`config.mk`:
```
export PLATFORM = sky130hd
export DESIGN_NAME = cam_cfg_sequencer
export DESIGN_NICKNAME = d
export VERILOG_FILES = /design/src/cam_cfg_pkg.sv /design/src/cam_cfg_sequencer.sv
export SDC_FILE = /design/constraint.sdc
export NUM_CORES = 1
export LEC_CHECK = 0
export BUFFER_PORTS_ARGS = -buffer_cell sky130_fd_sc_hd__buf_2
export CELL_PAD_IN_SITES_DETAIL_PLACEMENT = 1
export CELL_PAD_IN_SITES_GLOBAL_PLACEMENT = 2
export CORE_MARGIN = 4
export CORE_UTILIZATION = 24
export CTS_CLUSTER_DIAMETER = 200
export DETAILED_ROUTE_END_ITERATION = 16
export PLACE_DENSITY = 0.88
export RECOVER_POWER = 100
export SKIP_LAST_GASP = 1
export SLEW_MARGIN = 0
export SYNTH_ARGS = -nofsm -noshare
export SYNTH_HDL_FRONTEND = slang
export SYNTH_SLANG_ARGS = --single-unit
```
`constraint.sdc`:
```
create_clock -name clk_25 -period 2.1 [get_ports clk_25]
set_clock_uncertainty 0.15 [all_clocks]
set_input_delay 0.105 -clock clk_25 [delete_from_list [all_inputs] [get_ports clk_25]]
set_output_delay 0.105 -clock clk_25 [all_outputs]
set_load 0.01 [all_outputs]
```
`src/cam_cfg_pkg.sv`:
```
package cam_cfg_pkg;

	// ======================================================================
	// Bus timing and sensor addresses
	// ======================================================================

	// clk_25 cycles per SCCB tick, one tick is half an scl period
	localparam int SCCB_TICK_DIV = 128;

	typedef logic [7:0] byte_t;

	// Write address, read address has bit 0 set
	localparam byte_t SCCB_DEV_ADDR = 8'h60;
	// Sensor ID register
	localparam byte_t ID_SUB_ADDR = 8'h18;

	localparam int CFG_TABLE_LEN = 16;

	// ======================================================================
	// Command and state types
	// ======================================================================

	typedef enum logic [1:0] {
		SCCB_WR3,
		SCCB_WR2,
		SCCB_RD2
	} sccb_kind_t;

	typedef struct packed {
		sccb_kind_t kind;
		byte_t      sub_addr;
		byte_t      data;
	} sccb_cmd_t;

	typedef struct packed {
		byte_t sub_addr;
		byte_t data;
	} cfg_entry_t;

	typedef enum logic [2:0] {
		SEQ_IDLE,
		SEQ_CFG,
		SEQ_ID_ADDR,
		SEQ_ID_READ,
		SEQ_OVER
	} seq_state_t;

	typedef enum logic [2:0] {
		PH_IDLE,
		PH_START,
		PH_DEV,
		PH_SUB,
		PH_DATA,
		PH_READ,
		PH_STOP
	} sccb_phase_t;

endpackage

```
`src/cam_cfg_sequencer.sv`:
```
`timescale 1ns/1ps

module cam_cfg_sequencer (
	input  logic                    clk_25,
	input  logic                    rst,
	input  logic                    start_button,
	output logic                    req,
	output cam_cfg_pkg::sccb_cmd_t  cmd,
	input  logic                    done,
	input  cam_cfg_pkg::byte_t      rd_data,
	output logic [3:0]              index,
	input  cam_cfg_pkg::cfg_entry_t entry,
	output logic                    configure_over,
	output cam_cfg_pkg::byte_t      cam_id
);

	cam_cfg_pkg::seq_state_t state;
	logic button_q;
	logic start_edge;

	// ======================================================================
	// Start edge and run sequence
	// ======================================================================

	always_ff @(posedge clk_25 or negedge rst)
	begin
		if (!rst)
			button_q <= 1'b0;
		else
			button_q <= start_button;
	end

	assign start_edge = start_button && !button_q;

	always_ff @(posedge clk_25 or negedge rst)
	begin
		if (!rst)
		begin
			state <= cam_cfg_pkg::SEQ_IDLE;
			index <= '0;
			configure_over <= 1'b0;
			cam_id <= '0;
		end
		else
		begin
			case (state)
				cam_cfg_pkg::SEQ_IDLE:
				begin
					index <= '0;
					if (start_edge)
						state <= cam_cfg_pkg::SEQ_CFG;
				end
				// One table write per done
				cam_cfg_pkg::SEQ_CFG:
				begin
					if (done)
					begin
						if (index == cam_cfg_pkg::CFG_TABLE_LEN - 1)
						begin
							index <= '0;
							state <= cam_cfg_pkg::SEQ_ID_ADDR;
						end
						else
							index <= index + 1'b1;
					end
				end
				cam_cfg_pkg::SEQ_ID_ADDR:
				begin
					if (done)
						state <= cam_cfg_pkg::SEQ_ID_READ;
				end
				// configure_over stays set until reset
				cam_cfg_pkg::SEQ_ID_READ:
				begin
					if (done)
					begin
						cam_id <= rd_data;
						configure_over <= 1'b1;
						state <= cam_cfg_pkg::SEQ_OVER;
					end
				end
				default:
				begin
					state <= cam_cfg_pkg::SEQ_IDLE;
				end
			endcase
		end
	end

	// ======================================================================
	// Command to the SCCB master
	// ======================================================================

	assign req = (state == cam_cfg_pkg::SEQ_CFG) ||
		(state == cam_cfg_pkg::SEQ_ID_ADDR) ||
		(state == cam_cfg_pkg::SEQ_ID_READ);

	always_comb
	begin
		cmd.kind = cam_cfg_pkg::SCCB_WR3;
		cmd.sub_addr = entry.sub_addr;
		cmd.data = entry.data;
		case (state)
			cam_cfg_pkg::SEQ_ID_ADDR:
			begin
				cmd.kind = cam_cfg_pkg::SCCB_WR2;
				cmd.sub_addr = cam_cfg_pkg::ID_SUB_ADDR;
				cmd.data = '0;
			end
			// Address comes from the previous write
			cam_cfg_pkg::SEQ_ID_READ:
			begin
				cmd.kind = cam_cfg_pkg::SCCB_RD2;
				cmd.sub_addr = cam_cfg_pkg::ID_SUB_ADDR;
				cmd.data = '0;
			end
			default:
			begin
				cmd.kind = cam_cfg_pkg::SCCB_WR3;
			end
		endcase
	end

endmodule

```
# --- Word level (Yosys, flattened, before mapping) ---
# Cells that the tools add are included.
classes:
  n_addsub: 1
  n_eq_ne: 9
  mux: 11
  n_reduce_logical: 10
ops:
  columns: ["operator", "count"]
  rows:
  - ["2-to-1 mux 16 bit", 1]
  - ["2-to-1 mux 3 bit", 5]
  - ["one-hot mux 3 bit (4 select lines)", 1]
  - ["inequality test 2 bit, second input constant", 5]
  - ["2-to-1 mux 4 bit", 2]
  - ["one-hot mux 4 bit (2 select lines)", 1]
  - ["== test 3 x 2 -> 1 bit, second input constant", 2]
  - ["AND reduction 5 bit", 1]
  - ["adder 4 x 1 -> 4 bit, second input constant", 1]
  - ["== test 4 bit, second input constant", 1]
  - ["one-hot mux 2 bit (2 select lines)", 1]
  - ["AND reduction 2 bit", 2]
  - ["== test 3 x 1 -> 1 bit, second input constant", 1]
  - ["zero test 3 bit", 1]
  - ["logical OR 1 bit", 2]
  - ["nonzero test 2 bit", 1]
  - ["OR reduction 2 bit", 1]
  - ["logical AND 1 bit", 1]
  - ["zero test 1 bit", 1]
word_totals:
  regBits: 17
  input_bits: 28
  output_inout_bits: 32

# --- Logic depth before layout (Yosys ltp) ---
logic_depth:
  ltp_word: 4
  mapped_depth: 4
  mapped_depth_nobuf: 4

# --- Worst setup path before layout ---
# No wires, ideal clock.
synth_timing:
  path_kind: "reg-to-output"
  from: "reg state[1]"
  to: "out cmd[10] (netlist name)"
  arrival_ns: 1.147
  t_required_ns: 1.845
  slack_ns: 0.698
  path_stages_with_launch: 5
  cell_sequence: "dfrtp_1 buf_6 or2b_1 clkbuf_1 and2_1"
synth_lines:
  columns: ["item", "line", "rtl"]
  rows:
  - ["from (decl)", "cam_cfg_sequencer.sv:17", "cam_cfg_pkg::seq_state_t state;"]
  - ["from (signal assigned)", "cam_cfg_sequencer.sv:39", "state <= cam_cfg_pkg::SEQ_IDLE;"]
  - ["from (signal assigned)", "cam_cfg_sequencer.sv:51", "state <= cam_cfg_pkg::SEQ_CFG;"]
  - ["from (signal assigned)", "cam_cfg_sequencer.sv:61", "state <= cam_cfg_pkg::SEQ_ID_ADDR;"]
  - ["to (decl)", "cam_cfg_sequencer.sv:8", "output cam_cfg_pkg::sccb_cmd_t cmd,"]

# --- Worst setup path in the final report ---
layout_timing:
  from: "reg state[0]"
  to: "reg cam_id[3]"
layout_via:
  elab_chain_len: 2
layout_rtl:
  columns: ["item", "line", "rtl"]
  rows:
  - ["== test 3 x 2 -> 1 bit", "cam_cfg_sequencer.sv:46", "case (state)"]
  - ["AND reduction 2 bit (no source line)", null, null]
  - ["to (signal assigned)", "cam_cfg_sequencer.sv:77", "cam_id <= rd_data;"]
  - ["to (decl)", "cam_cfg_sequencer.sv:14", "output cam_cfg_pkg::byte_t cam_id"]
# No other way between the ends.
# A chain may end at the register's enable or synchronous reset.

==> results.py <==
metrics = {
    "cts": {
        "cts_num_sinks": 17,
        "ctsRootBufferMaster": "clkbuf_8",
        "cts_resized": 0,
        "clk_pin_slew_worst_paths_ns": 0.08,
        "htree_levels": 1,
        "clock_latency_ns": 0.26,
        "cts_made_buffers": 3,
        "cts_max_path_buffers": 2,
        "cts_tree": "yes",
    },
    "setup_path": {
        "cp_data_required_time_ns": 2.09,
        "crit_fanout": 12,
        "startpoint_type": "register",
        "cp-end-kind": "register",
        "path_class": "register to register",
        "arrival_ns": 1.83,
    },
    "die": {
        "die_y_um": 68.58,
        "boundaryPins": 60,
        "dieArea_um2": 4703,
        "chipWidth_um": 68.58,
        "start_util_pct": 25.59,
        "core_um2": 3442,
        "row_count": 21,
    },
    "routing": {
        "via_count": 892,
        "drt_iter0_markers": 6,
        "ant_nets": 0,
        "drc": 0,
        "wl_per_cell_um": 14.84,
        "wirelength_um": 2967,
        "vias_per_cell": 4.460,
        "dr.pass1.iters": 5,
    },
    "global_route": {
        "grt_pass1_wl_um": 4843,
        "track_usage_pct": 14.08,
        "grt_max_degree": 20,
        "antenna_found_initial": 0,
        "grt-ovfl-total": 0,
        "grt_pass1_vias": 1016,
    },
    "sta": {
        "rsz0062_at_grt": "no",
        "finalSetupViolations": 0,
        "period_needed_ns": 1.837,
        "fmax_ghz": 0.5442,
        "tightest_slew_ns": 0.9025,
        "tns_ns": 0,
        "slew_viol_final": 0,
        "finalHoldViolations": 0,
        "relSlewSlack_pct": 39.83,
        "timing.final.crit_share_pct": 87.50,
    },
    "power_and_ir_drop": {
        "leakage_nw": 0.6145,
        "power_density_nw_per_um2": 1213,
        "irDropWorstVdd_v": 0.0003028,
    },
    "cells_and_area": {
        "final_core_util_pct": 38.20,
        "nets": 184,
        "syn_to_final_growth_pct": 49.29,
        "diodes": 0,
        "drive_gt1_share_pct": 29.22,
    },
    "logic_synthesis": {
        "avgSynthCellArea_um2": 10.36,
        "yosysUniqueCellTypes": 28,
        "yosysSeqAreaShare_pct": 48.30,
        "postSynthCellCount": 85,
        "ys_ff_latch": 17,
        "yosys_warnings": 0,
        "syn_area_um2": 880.8,
        "synth_nets": 114,
    },
    "placed_design": {
        "io_buffers": 59,
        "gp_congestion": 0.7178,
        "dp.final_hpwl_um": 2168,
    },
    "worst_hold_path": {
        "hold_path.class": "primary input to register",
    },
    "run": {
        "drv_cap": 0,
    },
    "status": {
        "status": "finished clean",
    },
}
==> kinds of logic after synthesis <==
kind of cell,share of synthesized area (%)
adder cells (fa/ha/maj),1.420
AND/OR/NAND/NOR,27.41
multiplexers,11.36
flip-flops,48.30
AO/OA/AOI/OAI,7.812
buffers and inverters,3.693
==> layout by cell type, fill, tap and decap left out <==
cell            n
buf_2          34
clkbuf_1       25
dfrtp_1        17
dlygate4sd3_1  10
and2_0          9
mux2_2          7
nand2_1         6
nor2_1          5
and2_1          5
o21ai_0         4
nand2b_1        3
a21oi_1         3
nand3_1         3
clkbuf_8        3
inv_1           2
nand4b_1        2
or3_1           2
nor2b_1         2
or2b_1          1
mux2_1          1
or2_0           1
o211ai_1        1
a41o_1          1
or3b_1          1
a221o_1         1
nor3_1          1
mux2i_1         1
a31oi_1         1
ha_1            1
clkinv_2        1
==> stage by stage <==
| stage | setup slack, ns | hold slack (ns) | total power [mW] | area [µm²] | std cells |
|---|---|---|---|---|---|
| finish | 0.2625 | 0.1081 | 1.595 | 1315 | 200 |
| detailed placement | 0.5074 | -0.1031 | 1.392 | 1209 | 186 |
| floorplan | 0.6984 | -0.3406 | 1.069 | 880.8 | 85 |
| global placement | 0.5715 | -0.1079 | 1.349 | 1209 | 186 |
| global route | 0.09462 | 0.1302 | 1.737 | 1315 | 200 |
| CTS | 0.2765 | 0.1158 | 1.663 | 1355 | 200 |
==> layer usage <==
| layer | track usage [%] | wire (µm) | up-vias |
|---|---|---|---|
| li1 | - | - | 428 |
| met1 | 14.89 | 1081 | 431 |
| met2 | 25.74 | 1659 | 28 |
| met3 | 3.079 | 169 | 5 |
| met4 | 7.444 | 57 | 0 |
| met5 | 0 | 0 | - |
==> synthesized netlist by cell type <==
master | count | share of area [%]
a21oi_1 | 3 | 1.7
a221o_1 | 1 | 1.1
a31oi_1 | 1 | 0.71
a41o_1 | 1 | 1.1
and2_1 | 14 | 9.9
buf_2 | 2 | 1.1
buf_6 | 1 | 1.3
clkbuf_1 | 1 | 0.43
dfrtp_1 | 17 | 48
ha_1 | 1 | 1.4
inv_1 | 2 | 0.85
mux2_2 | 8 | 10
mux2i_1 | 1 | 1.1
nand2_1 | 6 | 2.6
nand2b_1 | 3 | 2.1
nand3_1 | 3 | 1.7
nand4b_1 | 1 | 0.99
nand4b_2 | 1 | 1.7
nor2_1 | 5 | 2.1
nor2b_1 | 2 | 1.4
nor3_1 | 1 | 0.57
o211ai_1 | 1 | 0.85
o21ai_0 | 3 | 1.7
o21ai_1 | 1 | 0.57
or2_4 | 1 | 0.99
or2b_1 | 1 | 0.85
or3_1 | 2 | 1.4
or3b_1 | 1 | 0.99
==> report_power, final <==
part | total (mW) | internal (mW) | switching [mW]
logic | 0.732 | 0.322 | 0.410
registers | 0.602 | 0.462 | 0.140
clock network | 0.260 | 0.132 | 0.128
==> what timing repair did <==
action / 4_1_cts / 5_1_grt
endpoints found under the hold margin: 26 / 0
buffers inserted: 0 / 0
hold buffers: 10 / 0
setup endpoints to repair: 0 / 0
==> critical path, stage by stage (launching register included) <==
cell,delay (ns)
dfrtp_1,0.56
nand4b_1,0.49
mux2_1,0.52
==> registers in the layout, indices dropped and copies added (netlist names) <==
register / flops
state: 3
configure_over: 1
button_q: 1
cam_id: 8
index: 4
==> path summary, 6_finish.rpt <==
path                                start             end  slack [ns]  cells after the start
min reg2reg                configure_over  configure_over        0.32                      1
min                                  done        state[1]        0.11                      2
min in group asynchronous             rst       cam_id[3]        0.33                      2
max                              state[0]       cam_id[3]        0.26                      2
max reg2reg                      state[0]       cam_id[3]        0.26                      2
max in group asynchronous             rst        state[1]        0.90                      2
==> area by class of cell <==
class                           instances  area [µm²]
Timing Repair Buffer                   69       364.1
Inverter                                2       7.507
Fill cell                             438        2127
Multi-Input combinational cell         62       414.1
Tap cell                               46       57.56
Sequential cell                        17       425.4
Clock buffer                            3       41.29
Clock inverter                          1       5.005
Power figures use the tool's default switching activity.
