--- config.mk ---
export PLATFORM = sky130hd
export DESIGN_NAME = cam_cfg_rom
export DESIGN_NICKNAME = d
export VERILOG_FILES = /design/src/cam_cfg_pkg.sv /design/src/cam_cfg_rom.sv
export SDC_FILE = /design/constraint.sdc
export NUM_CORES = 1
export LEC_CHECK = 0
export ABC_AREA = 1
export BUFFER_PORTS_ARGS = -buffer_cell sky130_fd_sc_hd__clkbuf_2
export CORE_AREA = 2 2 39 41
export DETAILED_ROUTE_END_ITERATION = 10
export DIE_AREA = 0 0 41 43
export SYNTH_ARGS = -nofsm -noshare
export SYNTH_HDL_FRONTEND = slang
export SYNTH_SLANG_ARGS = --single-unit
--- constraint.sdc ---
create_clock -name vclk -period 1.8
set_clock_uncertainty 0.1 [all_clocks]
set_input_delay 0.36 -clock vclk [all_inputs]
set_output_delay 0.36 -clock vclk [all_outputs]
set_load 0.02 [all_outputs]
--- src/cam_cfg_pkg.sv ---
package cam_cfg_pkg;

	// ======================================================================
	// Bus timing and sensor addresses
	// ======================================================================

	// clk_25 cycles per SCCB tick, one tick is half an scl period
	localparam int SCCB_TICK_DIV = 128;

	typedef logic [7:0] byte_t;

	// Write address, read address has bit 0 set
	localparam byte_t SCCB_DEV_ADDR = 8'h60;
	// Sensor ID register
	localparam byte_t ID_SUB_ADDR = 8'h18;

	localparam int CFG_TABLE_LEN = 16;

	// ======================================================================
	// Command and state types
	// ======================================================================

	typedef enum logic [1:0] {
		SCCB_WR3,
		SCCB_WR2,
		SCCB_RD2
	} sccb_kind_t;

	typedef struct packed {
		sccb_kind_t kind;
		byte_t      sub_addr;
		byte_t      data;
	} sccb_cmd_t;

	typedef struct packed {
		byte_t sub_addr;
		byte_t data;
	} cfg_entry_t;

	typedef enum logic [2:0] {
		SEQ_IDLE,
		SEQ_CFG,
		SEQ_ID_ADDR,
		SEQ_ID_READ,
		SEQ_OVER
	} seq_state_t;

	typedef enum logic [2:0] {
		PH_IDLE,
		PH_START,
		PH_DEV,
		PH_SUB,
		PH_DATA,
		PH_READ,
		PH_STOP
	} sccb_phase_t;

endpackage

--- src/cam_cfg_rom.sv ---
`timescale 1ns/1ps

module cam_cfg_rom (
	input  logic [3:0]              index,
	output cam_cfg_pkg::cfg_entry_t entry
);

	// Sensor setup table, sub-address then data
	always_comb
	begin
		case (index)
			// Soft reset of the register bank
			4'd0:
				entry = '{8'h12, 8'h80};
			4'd1:
				entry = '{8'h11, 8'h80};
			4'd2:
				entry = '{8'h6a, 8'h3e};
			4'd3:
				entry = '{8'h3b, 8'h09};
			4'd4:
				entry = '{8'h13, 8'he0};
			4'd5:
				entry = '{8'h01, 8'h80};
			4'd6:
				entry = '{8'h02, 8'h80};
			4'd7:
				entry = '{8'h00, 8'h00};
			4'd8:
				entry = '{8'h10, 8'h00};
			// AGC and AEC back on
			4'd9:
				entry = '{8'h13, 8'he5};
			4'd10:
				entry = '{8'h39, 8'h50};
			4'd11:
				entry = '{8'h38, 8'h93};
			4'd12:
				entry = '{8'h37, 8'h81};
			4'd13:
				entry = '{8'h35, 8'h91};
			4'd14:
				entry = '{8'h0e, 8'h20};
			default:
				entry = '{8'h1e, 8'h04};
		endcase
	end

endmodule

# Yosys cells after proc, flatten, opt, wreduce, memory -nomap -nowiden

Memories as Yosys holds them, arrays and structs flattened.
Index checks and enable logic that the tools add are counted.

Register bits: 0
RAM bits: 0
Word-level logic and storage cells: 1
Memory bits (read-only): 240
Memories kept: 1
Output and inout port bits: 16
Bits in latches: 0

Shifts and indexed selects: 0
Mux-type cells: 0
Divide/modulo/power cells: 0
Multipliers: 0
$lt $le $gt $ge: 0
Bitwise operators: 0
Reductions and logical operators: 0
Add/subtract/negate cells: 0
Eq/ne operators: 0

Memory list:

| name             | words | width | read ports | clocked after memory_dff | wr ports | line              | text |
|---|---|---|---|---|---|---|---|
| (name not given) | 16    | 15    | 1          | 0                        | 0        | cam_cfg_rom.sv:11 | `case (index)` |

# Logic depth before layout (Yosys ltp)

Gate-level depths: netlist of the first run.
An unclocked memory read counts as a cell.

Word-level depth: 1
Mapped depth: 7

# Worst setup path after synthesis of the first run

OpenSTA, ideal clock, no wires.

Path type: in2out
Start: in index[2]
End: out entry[13] (netlist name)
Stages on the path: 5
Arrival time: 1.388 ns
Buffers on the path: 2
Path slack: -0.048 ns
Cell sequence: buf_6 > inv_6 > buf_12 > ha_1 > o21ai_0

RTL lines:

| what        | line             | text |
|---|---|---|
| from (decl) | cam_cfg_rom.sv:4 | `input logic [3:0] index,` |
| to (decl)   | cam_cfg_rom.sv:5 | `output cam_cfg_pkg::cfg_entry_t entry` |

==> results of run 1 <==
-- final cells by class --
| type | count | area (um2) | share of cell area [%] |
|---|---|---|---|
| Timing Repair Buffer | 23 | 125 | 24.7 |
| Multi-Input combinational cell | 59 | 327 | 64.4 |
| Inverter | 8 | 35.0 | 6.91 |
| Tap cell | 16 | 20.0 | 3.95 |
-- worst max-delay path, cell delays in order --
cell and delay [ns]:
clkbuf_2 0.13, buf_4 0.15, ha_1 0.22, nand2_1 0.10, nand2_1 0.05, nand2_1 0.05, nand2_1 0.05, clkbuf_2 0.14
-- where the power goes --
part	internal (W)	total, W	switching [W]
registers	0	0	0
clock network	0	0	0
logic	0.0000464	0.000139	0.0000928
total	0.0000464	0.000139	0.0000928
-- routing by layer --
metal  vias to the layer above  routed length, um  share of wire [%]
li1                        255                  -                  -
met1                       192                475                 51
met2                        15                417                 45
met3                         0                 38                4.1
met4                         0                  0                  0
met5                         -                  0                  0
-- cells in the final DEF, fill, tap and decap left out --
master and instances:
nand2_1 35, clkbuf_2 18, nand3_1 10, ha_1 7, inv_1 4, buf_4 4, inv_2 3, o21ai_0 2
o21ai_1 1, inv_6 1, nand2_2 1, nand3_4 1, ha_2 1, conb_1 1, buf_2 1
-- worst max path at each step --
stage              from        end  slack, ns  cells after the start
3_3_place_gp   index[0]   entry[5]       0.08                      8
5_1_grt        index[0]   entry[9]       0.02                      8
3_5_place_dp   index[0]   entry[5]       0.06                      8
4_1_cts        index[0]   entry[5]       0.06                      8
6_report       index[0]   entry[9]       0.08                      8
2_1_floorplan  index[2]  entry[13]       0.10                      5
-- stage by stage --
step | power, W | instances
floorplan | 0.000102 | 71
global placement | 0.000139 | 106
detailed placement | 0.000139 | 106
CTS | 0.000139 | 106
global route | 0.000154 | 106
finish | 0.000139 | 106
-- cell families (layout without fill, tap and decap cells) --
kind of cell / after synthesis / count (layout) / share of synthesized area, %
and+or+nand+nor: 47 / 47 / 50.2
buffers and inverters: 12 / 31 / 20.8
other: 1 / 1 / 0.917
AOI/OAI and AO/OA: 3 / 3 / 3.67
adders and majority gates: 8 / 8 / 24.5
-- repair_timing --
item / 4_1_cts / 5_1_grt
endpoints found under the setup margin: 0 / 5
hold buffers: 0 / 0
setup buffers: 0 / 0
resized for setup: 0 / 4
==> run summary, run 1 <==
GP Congestion -> 0.795
Mapped Nets -> 83
CP required -> 1.34 ns
Register area share after synthesis -> 0%
Min-Delay Startpoint -> index[0]
Post-DP Area -> 504 um2
Number of global-route vias before repair -> 328
Tmin final -> 1.72 ns
Crit. End Element -> output pin
Count leader, synth -> nand2_1
Antenna-violating nets left -> 0
Area contributors post-synth -> nand2_1 32%, ha_1 24%, nand3_1 12%, buf_6 5.5%, inv_1 5.5%
Routed vias -> 462
Post-synth top area share -> 32.1%
Initial Utilization -> 29.6%
Worst Path Max Fanout -> 5
Fmax -> 0.582 GHz
CLK BUF -> 0
First-pass GRT wire length -> 1400 um
Min-Delay Endpoint -> entry[8]
# fillers -> 156
Synth Instances -> 71
Met1 global-route usage -> 17.4%
Layout cells sized above 1 -> 33.3%
Number of top-level pins -> 20
FF+latch area -> 0 um2
Post-synthesis cell area -> 409 um2
Avg Synthesized Cell Area -> 5.76 um2
Maximum vdd drop -> 0.117 mV
Pwr Density -> 275 nW/um2
Chip height -> 43 um
CP Launch Type -> primary input
Pin count of the biggest net entering global routing -> 14
DIE WIDTH -> 41 um
Initial antenna violation count -> 0
Setup violations, final -> 0
Design Area, Final -> 507 um2
Synth warnings -> 0
Total Routing Usage GR -> 10.5%
Area growth syn-to-layout -> 23.9%
Slew Limit Fails -> 0
Top Usage Layer GRT -> met1
Vias per cell -> 4.36
Setup WS post-layout -> 0.0811 ns
Post-synth top area cell -> nand2_1
Final hold vios -> 0
Hold depth -> 4
RSZ-0062 raised after global routing -> false
Critical path type -> primary input to output pin
FFs & Latches -> 0
DR DRC count -> 0
Die area -> 1760 um2
GRT overflow -> 0
Met2 usage -> 15.6%
Arr. time, crit path -> 1.26 ns
Hold WS -> 1.06 ns
Synth cell types -> 13
ANT cells -> 0
Post-synth top cells -> 35 x nand2_1, 10 x nand3_1, 8 x ha_1
Worst hold path type -> primary input to output pin
First drt pass iteration count -> 4
HPWL Detailed -> 735 um
Cell row count -> 14
Core Util, Final -> 36.6%
Crit share post-route -> 95.5%
Status -> completed
Lkg Pwr -> 0.346 nW
Max-cap violation count -> 0
IO Port Bufs -> 19
Pre-CTS WS -> 0.0560 ns
DR WL/cell -> 8.78 um
Core Region -> 1380 um2
Nets -> 104
Setup TNS -> 0 ns
DR iter-0 viols -> 7
Met3 Track Usage GR -> 0%
Final WL -> 931 um
Power figures use the tool's default switching activity.
==> run 2, diff against run 1 <==
ABC_AREA = unset   (was 1)
GPL_TIMING_DRIVEN = 0   (was unset)
==> run summary, run 2 <==
Pwr Density -> 281 nW/um2
Status -> completed
Area growth syn-to-layout -> 54.9%
Layout cells sized above 1 -> 43.8%
Cell row count -> 14
DR DRC count -> 0
Mapped Nets -> 66
CP max-delay cell -> ha_4
Commonest non-fill, non-tap cell in the layout -> clkbuf_2
FF+latch area -> 0 um2
Area contributors post-synth -> ha_1 28%, nand2_1 12%, mux2i_1 11%, inv_1 5.3%, o21ai_0 4.2%
Total Routing Usage GR -> 9.99%
Synth cell types -> 21
Design Area, Final -> 551 um2
Worst hold path type -> primary input to output pin
IO Port Bufs -> 19
Slew Limit Fails -> 0
Fmax -> 0.568 GHz
Routed vias -> 409
Vias per cell -> 4.60
Nets -> 87
Number of global-route vias before repair -> 323
First drt pass iteration count -> 3
Crit share post-route -> 97.8%
DIE WIDTH -> 41 um
Maximum vdd drop -> 0.101 mV
Pre-CTS WS -> -0.197 ns
CP Launch Type -> primary input
Synth warnings -> 0
CP required -> 1.34 ns
GP Congestion -> 0.752
Pin count of the biggest net entering global routing -> 11
Tmin final -> 1.76 ns
Min-Delay Endpoint -> entry[9]
Core Region -> 1380 um2
Register area share after synthesis -> 0%
GRT overflow -> 0
Post-synth top cells -> 11 x nand2_1, 8 x ha_1, 5 x inv_1
Synth Instances -> 54
Arr. time, crit path -> 1.30 ns
Setup WS post-layout -> 0.0395 ns
DR iter-0 viols -> 7
Final WL -> 923 um
ANT cells -> 0
Die area -> 1760 um2
Post-DP Area -> 470 um2
CLK BUF -> 0
DR WL/cell -> 10.4 um
Most frequent cells in the layout -> 12 x clkbuf_2, 11 x nand2_1, 6 x ha_1
Min-Delay Startpoint -> index[3]
CP delay by family, top -> buffers and inverters
Post-synth top area share -> 28.2%
Crit path top cell by count -> clkbuf_8
Post-synth top area cell -> ha_1
Crit. End Element -> output pin
WP buf/inv -> 3
Critical path type -> primary input to output pin
Max-cap violation count -> 0
Core Util, Final -> 39.8%
Setup bufs post-CTS -> 0
First-pass GRT wire length -> 1330 um
Initial antenna violation count -> 0
Count leader, synth -> nand2_1
Initial Utilization -> 25.7%
Avg Synthesized Cell Area -> 6.58 um2
Lkg Pwr -> 0.320 nW
Post-synthesis cell area -> 355 um2
Crit path cell chain -> clkbuf_8 > inv_4 > ha_4 > nor2b_4 > and2_4 > a21o_1 > clkbuf_8
Antenna-violating nets left -> 0
Setup TNS -> 0 ns
Hold depth -> 3
CP max stage delay -> 0.16 ns
Worst Path Max Fanout -> 9
Number of top-level pins -> 20
HPWL Detailed -> 686 um
Final hold vios -> 0
CP startpoint -> index[0]
FFs & Latches -> 0
Chip height -> 43 um
Setup violations, final -> 0
run 2: changes by cell type in the layout (fill, tap and decap cells not counted), moves of 2 or more:
cell and delta:
a21o_1 +2, clkbuf_2 -6, clkbuf_8 +4, inv_1 -2, mux2i_1 +4, nand2_1 -24, nand3_1 -8, nor2_1 +3
run 2: cell families after synthesis:
family	after synthesis	synth area share, %
fa+ha+maj	8	28.2
other cells	1	1.06
simple gates	20	24.6
compound gates	12	20.8
buf+inv	8	10.9
mux	5	14.4
run 2: layout make-up:
type,count,area (um2)
fillers,152,833
inverters,5,21.3
multi-input cells,46,354
repair buffers,19,135
well taps,16,20.0
plain buffers,3,20.0
run 2: report_power, final:
group / internal [W] / switching, W / leakage, nW
clock network: 0 / 0 / 0
registers: 0 / 0 / 0
logic: 0.0000642 / 0.0000903 / 0.320
run 2: how the worst max path moves through the flow:
stage | end | slack (ns) | depth (start not counted)
2_1_floorplan | entry[8] | 0.07 | 4
3_3_place_gp | entry[2] | -0.18 | 7
3_5_place_dp | entry[4] | -0.20 | 7
4_1_cts | entry[4] | -0.02 | 7
5_1_grt | entry[2] | -0.004 | 7
6_report | entry[4] | 0.04 | 7
run 2: routing by layer:
metal | routed length [um] | share of wire [%] | GRT usage, % | vias to the layer above
li1 | - | - | - | 220
met1 | 424 | 46 | 15.2 | 176
met3 | 55 | 6.0 | 0 | 0
met2 | 443 | 48 | 16.3 | 13
met5 | 0 | 0 | 0 | -
met4 | 0 | 0 | 0 | 0
run 2: metrics by stage:
stage	cells	total power, W	hold slack, ns
after CTS	89	0.000145	1.04
after detailed placement	89	0.000133	1.05
after floorplan	54	0.0000891	0.816
after global routing	89	0.000168	1.05
after global placement	89	0.000131	1.05
final	89	0.000155	1.04
run 2: timing repair:
item / in CTS / in global routing
pin swaps: 0 / 0
hold buffers: 0 / 0
setup endpoints to repair: 7 / 6
resized for setup: 13 / 12
run 2: tightest hold or removal path: stages:
cell      delay, ns
clkbuf_2       0.12
mux2_2         0.16
clkbuf_8       0.13
==> run 3, diff against run 2 <==
PLACE_DENSITY = 0.52   (was unset)
==> run summary, run 3 (synthesis gave the netlist of run 2 again) <==
Status -> complete, but fails checks
Failing checks -> negative setup slack
GRT overflow -> 0
Min-Delay Endpoint -> entry[9]
First-pass GRT wire length -> 1350 um
Psw -> 0.0000873 W
Worst hold path type -> primary input to output pin
RSZ-0062 raised after global routing -> true
FF+latch area -> 0 um2
Clock share of power -> 0%
IO Port Bufs -> 19
Cts repair resizes -> 18
Pwr Density -> 282 nW/um2
DR iter-0 viols -> 4
Crit. End Element -> output pin
Number of top-level pins -> 20
Maximum vdd drop -> 0.0832 mV
Max-cap violation count -> 0
Core Region -> 1380 um2
Slew Limit Fails -> 0
Pre-CTS WS -> -0.204 ns
Routed vias -> 410
Initial Utilization -> 25.7%
Number of global-route vias before repair -> 337
Min-Delay Startpoint -> index[3]
Design Area, Final -> 538 um2
Comb power frac -> 100.0%
Cell row count -> 14
DR WL/cell -> 10.2 um
Setup violations, final -> 1
FFs & Latches -> 0
CP Launch Type -> primary input
Die area -> 1760 um2
HPWL Detailed -> 711 um
DIE WIDTH -> 41 um
Setup WS post-layout -> -0.00120 ns
Setup bufs post-CTS -> 0
CP required -> 1.34 ns
Nets -> 87
Sw Ratio -> 57.6%
Reg power frac -> 0%
CP max stage delay -> 0.19 ns
Chip height -> 43 um
Internal -> 0.0000643 W
Arr. time, crit path -> 1.34 ns
Fmax -> 0.555 GHz
CP max-delay cell -> ha_2
Cts hold-fix bufs -> 0
Initial antenna violation count -> 0
Layout cells sized above 1 -> 41.1%
WP buf/inv -> 3
Worst Path Max Fanout -> 9
Antenna-violating nets left -> 0
Commonest non-fill, non-tap cell in the layout -> clkbuf_2
Total Routing Usage GR -> 9.99%
Lkg Pwr -> 0.317 nW
First drt pass iteration count -> 4
GP Congestion -> 0.737
Most frequent cells in the layout -> 12 x clkbuf_2, 11 x nand2_1, 6 x ha_1
Crit path cell chain -> clkbuf_16 > inv_2 > ha_2 > nor2b_2 > and2_4 > a21o_1 > clkbuf_8
Critical path type -> primary input to output pin
Area growth syn-to-layout -> 51.4%
Pin count of the biggest net entering global routing -> 11
Hold depth -> 3
Post-DP Area -> 470 um2
Tmin final -> 1.80 ns
CP delay by family, top -> buffers and inverters
Final Power -> 0.000152 W
DR DRC count -> 0
Vias per cell -> 4.61
Final hold vios -> 0
Final WL -> 907 um
Crit share post-route -> 100%
ANT cells -> 0
CLK BUF -> 0
==> run 3: cell type report <==
| class | count | area [um2] |
|---|---|---|
| Buffer | 3 | 20.0 |
| Inverter | 5 | 18.8 |
| Multi-Input combinational cell | 46 | 327 |
| Timing Repair Buffer | 19 | 153 |
| Fill cell | 164 | 846 |
| Tap cell | 16 | 20.0 |
==> run 3: layer usage <==
layer	wire length, um	track usage, %	share of wire [%]	vias up
li1	-	-	-	217
met1	429	14.6	47	174
met2	405	16.9	45	19
met3	72	0	7.9	0
met4	0	0	0	0
met5	0	0	0	-
==> run 3: power by group through the flow <==
stage | sequential [W] | clock, W | combinational, W
final | 0 | 0 | 0.000152
after global routing | 0 | 0 | 0.000166
after CTS | 0 | 0 | 0.000152
after detailed placement | 0 | 0 | 0.000133
after global placement | 0 | 0 | 0.000132
after floorplan | 0 | 0 | 0.0000891
==> run 3: worst max-delay path by stage <==
stage	start	end	slack (ns)	depth (start not counted)
2_1_floorplan	index[1]	entry[8]	0.07	4
6_report	index[0]	entry[2]	-0.001	7
5_1_grt	index[0]	entry[5]	-0.06	7
4_1_cts	index[0]	entry[2]	0.0005	7
3_3_place_gp	index[0]	entry[2]	-0.19	7
3_5_place_dp	index[0]	entry[2]	-0.20	7
==> run 3: stage by stage <==
stage	util [%]	setup TNS, ns	hold WS, ns	cells
after CTS	38.9	0	1.04	89
after detailed placement	34.0	-0.881	1.05	89
after global placement	34.0	-0.824	1.05	89
after floorplan	-	0	0.816	54
after global routing	38.9	-0.172	1.05	89
final	38.9	-0.00120	1.04	89
